===== src/hw/mem_params.svh =====
`ifndef MEM_PARAMS_SVH
`define MEM_PARAMS_SVH

// data path word
`define MEM_DATA_W 32

// byte address into data ram
`define MEM_ADDR_W 32

// one select bit per byte lane
`define MEM_SEL_W 4

// register file index
`define REG_ADDR_W 5

`endif


===== src/hw/mem_pkg.sv =====
`include "mem_params.svh"

package mem_pkg;

    // memory operation issued to the access stage
    typedef enum logic [3:0] {
        MEM_NONE = 4'd0,    // register-only, result is the alu value
        MEM_LB   = 4'd1,
        MEM_LBU  = 4'd2,
        MEM_LH   = 4'd3,
        MEM_LHU  = 4'd4,
        MEM_LW   = 4'd5,
        MEM_LWL  = 4'd6,    // left part, merged with old reg
        MEM_LWR  = 4'd7,    // right part, merged with old reg
        MEM_SB   = 4'd8,
        MEM_SH   = 4'd9,
        MEM_SW   = 4'd10,
        MEM_SWL  = 4'd11,
        MEM_SWR  = 4'd12
    } mem_op_e;

    // one data word seen as bytes or halfwords
    // big endian: element 0 sits at the lowest address and is the msb part
    typedef union packed {
        logic [0:`MEM_SEL_W-1][7:0]    b;  // b[0] = bits 31:24
        logic [0:`MEM_SEL_W/2-1][15:0] h;  // h[0] = bits 31:16
    } mem_word_u;

endpackage


===== src/hw/mem_request.sv =====
`include "mem_params.svh"

module mem_request (
    input  logic                   valid_i,
    input  mem_pkg::mem_op_e       op_i,
    input  logic [`MEM_ADDR_W-1:0] addr_i,
    input  logic [`MEM_DATA_W-1:0] reg2_data_i,   // store source
    output logic                   mem_ce_o,
    output logic                   mem_we_o,
    output logic [`MEM_SEL_W-1:0]  mem_sel_o,     // bit 3 is the lowest address
    output logic [`MEM_ADDR_W-1:0] mem_addr_o,
    output logic [`MEM_DATA_W-1:0] mem_wdata_o
);

    logic [1:0]            offset;      // byte within word
    logic [`MEM_SEL_W-1:0] sel;
    logic                  access;      // any ram access at all
    logic                  store;
    logic                  align_addr;  // lwl/lwr/swl/swr
    mem_pkg::mem_word_u    wdata;

    assign offset = addr_i[1:0];

    assign access = (op_i != mem_pkg::MEM_NONE);

    assign store = op_i inside {mem_pkg::MEM_SB, mem_pkg::MEM_SH, mem_pkg::MEM_SW,
                                mem_pkg::MEM_SWL, mem_pkg::MEM_SWR};

    assign align_addr = op_i inside {mem_pkg::MEM_LWL, mem_pkg::MEM_LWR,
                                     mem_pkg::MEM_SWL, mem_pkg::MEM_SWR};

    // lane select, a load uses the same lanes as its store
    always_comb begin
        sel = '0;
        case (op_i)
            mem_pkg::MEM_LB, mem_pkg::MEM_LBU, mem_pkg::MEM_SB: begin
                sel = 4'b1000 >> offset;    // offset 0 -> msb lane
            end
            mem_pkg::MEM_LH, mem_pkg::MEM_LHU, mem_pkg::MEM_SH: begin
                if (offset == 2'b00) begin
                    sel = 4'b1100;
                end else if (offset == 2'b10) begin
                    sel = 4'b0011;
                end
                // odd offset leaves sel clear
            end
            mem_pkg::MEM_LW, mem_pkg::MEM_SW: begin
                if (offset == 2'b00) begin
                    sel = 4'b1111;
                end
            end
            mem_pkg::MEM_LWL, mem_pkg::MEM_LWR: begin
                sel = 4'b1111;              // whole aligned word read
            end
            mem_pkg::MEM_SWL: begin
                sel = 4'b1111 >> offset;    // from offset to end of word
            end
            mem_pkg::MEM_SWR: begin
                sel = 4'b1111 << (2'd3 - offset);   // start of word up to offset
            end
            default: begin
                sel = '0;
            end
        endcase
    end

    // write data, placed on the lanes that sel picks
    always_comb begin
        wdata = reg2_data_i;    // sw
        case (op_i)
            mem_pkg::MEM_SB: begin
                wdata.b = {`MEM_SEL_W{reg2_data_i[7:0]}};          // byte on every lane
            end
            mem_pkg::MEM_SH: begin
                wdata.h = {(`MEM_SEL_W/2){reg2_data_i[15:0]}};    // both halves
            end
            mem_pkg::MEM_SWL: begin
                // high reg bytes land from offset onwards
                wdata = reg2_data_i >> {offset, 3'b000};
            end
            mem_pkg::MEM_SWR: begin
                // low reg bytes land up to offset
                wdata = reg2_data_i << {~offset, 3'b000};
            end
            default: begin
                wdata = reg2_data_i;
            end
        endcase
    end

    assign mem_ce_o    = valid_i & access;
    assign mem_we_o    = valid_i & store;
    assign mem_sel_o   = valid_i ? sel : '0;    // idle bus shows no lanes
    assign mem_addr_o  = align_addr ? {addr_i[`MEM_ADDR_W-1:2], 2'b00} : addr_i;
    assign mem_wdata_o = mem_we_o ? wdata : '0;

endmodule


===== src/hw/load_merge.sv =====
`include "mem_params.svh"

module load_merge (
    input  mem_pkg::mem_op_e       op_i,
    input  logic [1:0]             offset_i,      // low address bits
    input  logic [`MEM_DATA_W-1:0] rdata_i,       // word from data ram
    input  logic [`MEM_DATA_W-1:0] reg2_data_i,   // old destination value
    input  logic [`MEM_DATA_W-1:0] alu_res_i,
    output logic [`MEM_DATA_W-1:0] wdata_o
);

    mem_pkg::mem_word_u     rword;
    logic [7:0]             byte_val;
    logic [15:0]            half_val;
    logic                   half_ok;    // even offset
    logic                   word_ok;    // offset zero
    logic [`MEM_DATA_W-1:0] lwl_keep;   // reg bytes lwl leaves alone
    logic [`MEM_DATA_W-1:0] lwr_keep;   // reg bytes lwr leaves alone
    logic [`MEM_DATA_W-1:0] lwl_data;
    logic [`MEM_DATA_W-1:0] lwr_data;

    assign rword = rdata_i;

    // big endian lane pick, offset 0 is the msb
    assign byte_val = rword.b[offset_i];
    assign half_val = rword.h[offset_i[1]];

    assign half_ok = ~offset_i[0];
    assign word_ok = (offset_i == 2'b00);

    // lwl: word moves up by offset bytes, low offset bytes stay from reg
    assign lwl_keep = ~({`MEM_DATA_W{1'b1}} << {offset_i, 3'b000});
    assign lwl_data = (rdata_i << {offset_i, 3'b000}) | (reg2_data_i & lwl_keep);

    // lwr: word moves down by 3-offset bytes, high bytes stay from reg
    assign lwr_keep = ~({`MEM_DATA_W{1'b1}} >> {~offset_i, 3'b000});
    assign lwr_data = (rdata_i >> {~offset_i, 3'b000}) | (reg2_data_i & lwr_keep);

    always_comb begin
        wdata_o = alu_res_i;    // stores and register-only ops
        case (op_i)
            mem_pkg::MEM_LB: begin
                wdata_o = {{24{byte_val[7]}}, byte_val};
            end
            mem_pkg::MEM_LBU: begin
                wdata_o = {24'b0, byte_val};
            end
            mem_pkg::MEM_LH: begin
                // misaligned halfword gives zero
                wdata_o = half_ok ? {{16{half_val[15]}}, half_val} : '0;
            end
            mem_pkg::MEM_LHU: begin
                wdata_o = half_ok ? {16'b0, half_val} : '0;
            end
            mem_pkg::MEM_LW: begin
                wdata_o = word_ok ? rdata_i : '0;   // no trap, just zero
            end
            mem_pkg::MEM_LWL: begin
                wdata_o = lwl_data;
            end
            mem_pkg::MEM_LWR: begin
                wdata_o = lwr_data;
            end
            default: begin
                wdata_o = alu_res_i;
            end
        endcase
    end

endmodule


===== src/hw/mem_wb_reg.sv =====
`include "mem_params.svh"

module mem_wb_reg (
    input  logic                   clk,
    input  logic                   rst_n_i,
    input  logic                   valid_i,
    input  logic                   reg_we_i,
    input  logic [`REG_ADDR_W-1:0] waddr_i,
    input  logic [`MEM_DATA_W-1:0] wdata_i,
    output logic                   wb_valid_o,
    output logic                   wb_we_o,
    output logic [`REG_ADDR_W-1:0] wb_waddr_o,
    output logic [`MEM_DATA_W-1:0] wb_wdata_o
);

    // one stage of mem/wb, loads every cycle
    always_ff @(posedge clk or negedge rst_n_i) begin
        if (!rst_n_i) begin
            wb_valid_o <= 1'b0;
            wb_we_o    <= 1'b0;
            wb_waddr_o <= '0;
            wb_wdata_o <= '0;
        end else begin
            wb_valid_o <= valid_i;              // one cycle per instruction
            wb_we_o    <= valid_i & reg_we_i;   // bubble never writes
            wb_waddr_o <= waddr_i;
            wb_wdata_o <= wdata_i;
        end
    end

endmodule


===== src/hw/mem_stage.sv =====
`include "mem_params.svh"

module mem_stage (
    input  logic                   clk,
    input  logic                   rst_n_i,

    // from execute
    input  logic                   valid_i,       // one cycle per instruction
    input  mem_pkg::mem_op_e       op_i,
    input  logic [`MEM_ADDR_W-1:0] addr_i,        // effective address
    input  logic [`MEM_DATA_W-1:0] reg2_data_i,
    input  logic [`MEM_DATA_W-1:0] alu_res_i,
    input  logic [`REG_ADDR_W-1:0] waddr_i,
    input  logic                   reg_we_i,

    // data ram, answers in the same cycle
    input  logic [`MEM_DATA_W-1:0] mem_rdata_i,
    output logic                   mem_ce_o,
    output logic                   mem_we_o,
    output logic [`MEM_SEL_W-1:0]  mem_sel_o,
    output logic [`MEM_ADDR_W-1:0] mem_addr_o,
    output logic [`MEM_DATA_W-1:0] mem_wdata_o,

    // to write-back
    output logic                   wb_valid_o,
    output logic                   wb_we_o,
    output logic [`REG_ADDR_W-1:0] wb_waddr_o,
    output logic [`MEM_DATA_W-1:0] wb_wdata_o
);

    logic [`MEM_DATA_W-1:0] merge_data;   // result before the stage register

    mem_request i_mem_request (
        .valid_i     (valid_i),
        .op_i        (op_i),
        .addr_i      (addr_i),
        .reg2_data_i (reg2_data_i),
        .mem_ce_o    (mem_ce_o),
        .mem_we_o    (mem_we_o),
        .mem_sel_o   (mem_sel_o),
        .mem_addr_o  (mem_addr_o),
        .mem_wdata_o (mem_wdata_o)
    );

    load_merge i_load_merge (
        .op_i        (op_i),
        .offset_i    (addr_i[1:0]),   // unaligned byte position
        .rdata_i     (mem_rdata_i),
        .reg2_data_i (reg2_data_i),
        .alu_res_i   (alu_res_i),
        .wdata_o     (merge_data)
    );

    mem_wb_reg i_mem_wb_reg (
        .clk        (clk),
        .rst_n_i    (rst_n_i),
        .valid_i    (valid_i),
        .reg_we_i   (reg_we_i),
        .waddr_i    (waddr_i),
        .wdata_i    (merge_data),
        .wb_valid_o (wb_valid_o),
        .wb_we_o    (wb_we_o),
        .wb_waddr_o (wb_waddr_o),
        .wb_wdata_o (wb_wdata_o)
    );

endmodule


===== config.mk =====
export PLATFORM = sky130hd
export DESIGN_NAME = mem_stage
export DESIGN_NICKNAME = d
export VERILOG_FILES = /design/src/hw/mem_pkg.sv /design/src/hw/mem_request.sv /design/src/hw/load_merge.sv /design/src/hw/mem_wb_reg.sv /design/src/hw/mem_stage.sv
export VERILOG_INCLUDE_DIRS = /design/src /design/src/hw
export SDC_FILE = /design/constraint.sdc
export NUM_CORES = 1
export LEC_CHECK = 0
export BUFFER_PORTS_ARGS = -buffer_cell sky130_fd_sc_hd__buf_2
export CORE_MARGIN = 3
export CORE_UTILIZATION = 30
export DETAILED_ROUTE_END_ITERATION = 6
export PLACE_DENSITY = 0.56
export SKIP_LAST_GASP = 1
export SYNTH_ARGS = -nofsm -noshare
export SYNTH_HDL_FRONTEND = slang
export SYNTH_SLANG_ARGS = --single-unit

===== constraint.sdc =====
create_clock -name clk -period 6.5 [get_ports clk]
set_input_delay 1.3 -clock clk [delete_from_list [all_inputs] [get_ports clk]]
set_output_delay 1.3 -clock clk [all_outputs]
set_load 0.05 [all_outputs]

==> impl_metrics.env <==
export IMPL_startpoint_type="input pin"
export IMPL_overflow=0
export IMPL_leakage_nw=2.781
export IMPL_clock_path_buffers=2
export IMPL_layout_drive_gt1_share_pct=34.68
export IMPL_clockRootBuffer="clkbuf_16"
export IMPL_die_width_um=139.6
export IMPL_hold_buffers=0
export IMPL_tightest_slew_ns=0.9339
export IMPL_yosys_warnings=0
export IMPL_final_cell_mix="buf_2 (188), a21oi_1 (87), nand2_1 (74)"
export IMPL_crit_path_end_kind="primary output"
export IMPL_place_gp_congestion=0.8633
export IMPL_cts_buffers=5
export IMPL_chipHeight_um=139.6
export IMPL_syn_area_mm2=0.005358
export IMPL_grt_max_degree=61
export IMPL_die_area_mm2=0.01950
export IMPL_setup_viol=0
export IMPL_synth_area_leaders="dfrtp_1 (18%), a21oi_1 (8.1%), mux2_2 (7.8%), mux4_2 (6.7%), buf_4 (6.4%)"
export IMPL_syn_to_final_growth_pct=17.61
export IMPL_fin_crit_ns=5.064
export IMPL_synth_top_family_by_area="compound AO/OA/AOI/OAI gates"
export IMPL_crit_fanout=43
export IMPL_avgSynthCellArea_um2=7.914
export IMPL_fin_hold_ws_ns=1.123
export IMPL_clock_sinks=39
export IMPL_vdd_drop_max_mv=0.1778
export IMPL_synth_simple_gate_area_share_pct=15.32
export IMPL_hold_viol=0
export IMPL_drt_wirelength_per_cell_um=21.65
export IMPL_track_usage_pct=21.32
export IMPL_fin_nets=933
export IMPL_worst_slack_ns=1.436
export IMPL_min_to="i_mem_wb_reg.wb_waddr_o[2]"
export IMPL_slew_violations=0
export IMPL_core_mm2=0.01742
export IMPL_drt_wl_total_um=22060
export IMPL_crit_arrival_ns=3.76
export IMPL_dp_slack_ns=1.450
export IMPL_synth_compound_area_share_pct=34.42
export IMPL_dp_hpwl_um=16360
export IMPL_post_cts_buffers=0
export IMPL_tns_ns=0
export IMPL_path_delay_family="simple AND/OR/NAND/NOR gates"
export IMPL_portBuffers=189
export IMPL_place_area_mm2=0.006110
export IMPL_rows=48
export IMPL_syn_inst=677
export IMPL_grt_setup_unrepaired="no"
export IMPL_fin_util_pct=36.18
export IMPL_drt_iter0_markers=731
export IMPL_fmax_ghz=0.1975
export IMPL_ys_seq_elements=39
export IMPL_synth_cell_types=60
export IMPL_vias=5980
export IMPL_synth_edf_count=0
export IMPL_crit_required_ns=5.20
export IMPL_p_per_area_mw_per_mm2=172.3
export IMPL_cp_cell_sequence="buf_2, or3b_4, nor2_2, and2_1, o31ai_1, a21oi_1, buf_2"
export IMPL_layoutNonFillerInstCount=1019
export IMPL_synthArstFlopShare_pct=100.0
export IMPL_final_common_cell="buf_2"
export IMPL_synth_xor_area_share_pct=0.1635
export IMPL_grt_pass1_vias=5587
export IMPL_dr_pass1_iters=5
export IMPL_ios=250
export IMPL_ant_nets=0
export IMPL_synth_mux_area_share_pct=20.90
export IMPL_path_buf_inv=2
export IMPL_drc=0
export IMPL_cts_reportedPaths_clkPinSlew_ns=0.06
export IMPL_design_area_mm2=0.006301
export IMPL_hold_depth=1
export IMPL_worstHoldStart="waddr_i[2]"
export IMPL_synth_largest_area_cell="dfrtp_1"
export IMPL_cts_resized=0
export IMPL_dp_cells=1010
export IMPL_grt_pass1_wl_um=33560
export IMPL_cts_tree="built"
export IMPL_vias_per_cell=5.868
export IMPL_cp_slowest_stage_delay_ns=0.58
export IMPL_post_route_period_util_pct=77.90
export IMPL_worstSetupPathType="in -> out"
export IMPL_synth_seq_area_share_pct=18.22
export IMPL_relSlewSlack_pct=37.74
export IMPL_synth_adder_area_share_pct=0
export IMPL_crit_path_frequent_cell="buf_2"
export IMPL_status="finished, final reports clean"
export IMPL_synthFlopType="dfrtp_1"
export IMPL_cp_slowest_cell="nor2_2"
export IMPL_antenna_found_initial=1
export IMPL_drv_cap=0
export IMPL_synth_top_cell_area_share_pct=18.22
export IMPL_syn_num_nets=818
export IMPL_min_delay_path_class="in -> reg"
export IMPL_htree_levels=2
export IMPL_p_total_mw=1.086
export IMPL_initial_core_util_pct=30.76
[cell families after synthesis]
| logic type | Yosys count |
|---|---|
| compound gates | 274 |
| xor+xnor | 1 |
| buf+inv | 100 |
| flops | 39 |
| mux | 86 |
| simple gates | 177 |
[per-layer routing]
metal  wire (um)  GRT usage, %
met5           0             0
met4         390         5.150
met3        1991         2.887
met2        9302         31.42
met1       10380         32.80
[Yosys cell counts, drive strengths merged (2+ instances only)]
cell and instances:
or2 4, nand2b 6, nand2 76, inv 9, a21o 3, mux2 37, mux2i 33, and3 4
o2111a 6, clkbuf 27, mux4 16, a22oi 16, o41ai 2, nor2 54, o2111ai 6, nor3 7
nand3 3, or3b 2, a31oi 14, o21ai 53, a221oi 11, and2 11, a2bb2oi 13, o22ai 3
buf 63, o31ai 10, a21oi 87, o221ai 16, a211oi 4, nor2b 4, o22a 7, a22o 15
dfrtp 39, o32a 2
[area by class of cell]
| type | count | area, um^2 |
|---|---|---|
| repair buffers | 198 | 1016 |
| fillers | 1883 | 11120 |
| inverters | 10 | 37.54 |
| well taps | 225 | 281.5 |
| diodes | 1 | 2.502 |
| multi-input cells | 538 | 3799 |
| clock inverters | 2 | 60.06 |
| clock buffers | 6 | 128.9 |
| flip-flops and latches | 39 | 975.9 |
[worst max-delay path by stage]
| stage | from | end | slack, ns | cells after the start |
|---|---|---|---|---|
| global route | op_i[2] | mem_wdata_o[31] | 1.28 | 7 |
| finish | op_i[2] | mem_wdata_o[28] | 1.44 | 7 |
| global placement | op_i[2] | mem_wdata_o[31] | 1.51 | 7 |
| floorplan | op_i[2] | mem_sel_o[2] | 0.38 | 6 |
| detailed placement | op_i[2] | mem_wdata_o[31] | 1.45 | 7 |
| CTS | op_i[2] | mem_wdata_o[31] | 1.44 | 7 |
[registers in the layout, summed over array words and instances (netlist names)]
name,cells
i_mem_wb_reg.wb_wdata_o,32
i_mem_wb_reg.wb_we_o,1
i_mem_wb_reg.wb_valid_o,1
i_mem_wb_reg.wb_waddr_o,5
[power breakdown]
part           total (mW)  switching [mW]  internal, mW  leakage (nW)
logic               0.502           0.344         0.158          2.22
clock network       0.312          0.0917         0.220        0.0911
registers           0.272         0.00514         0.267         0.469
total                1.09           0.441         0.645          2.78
(Power assumes the default switching activity.)
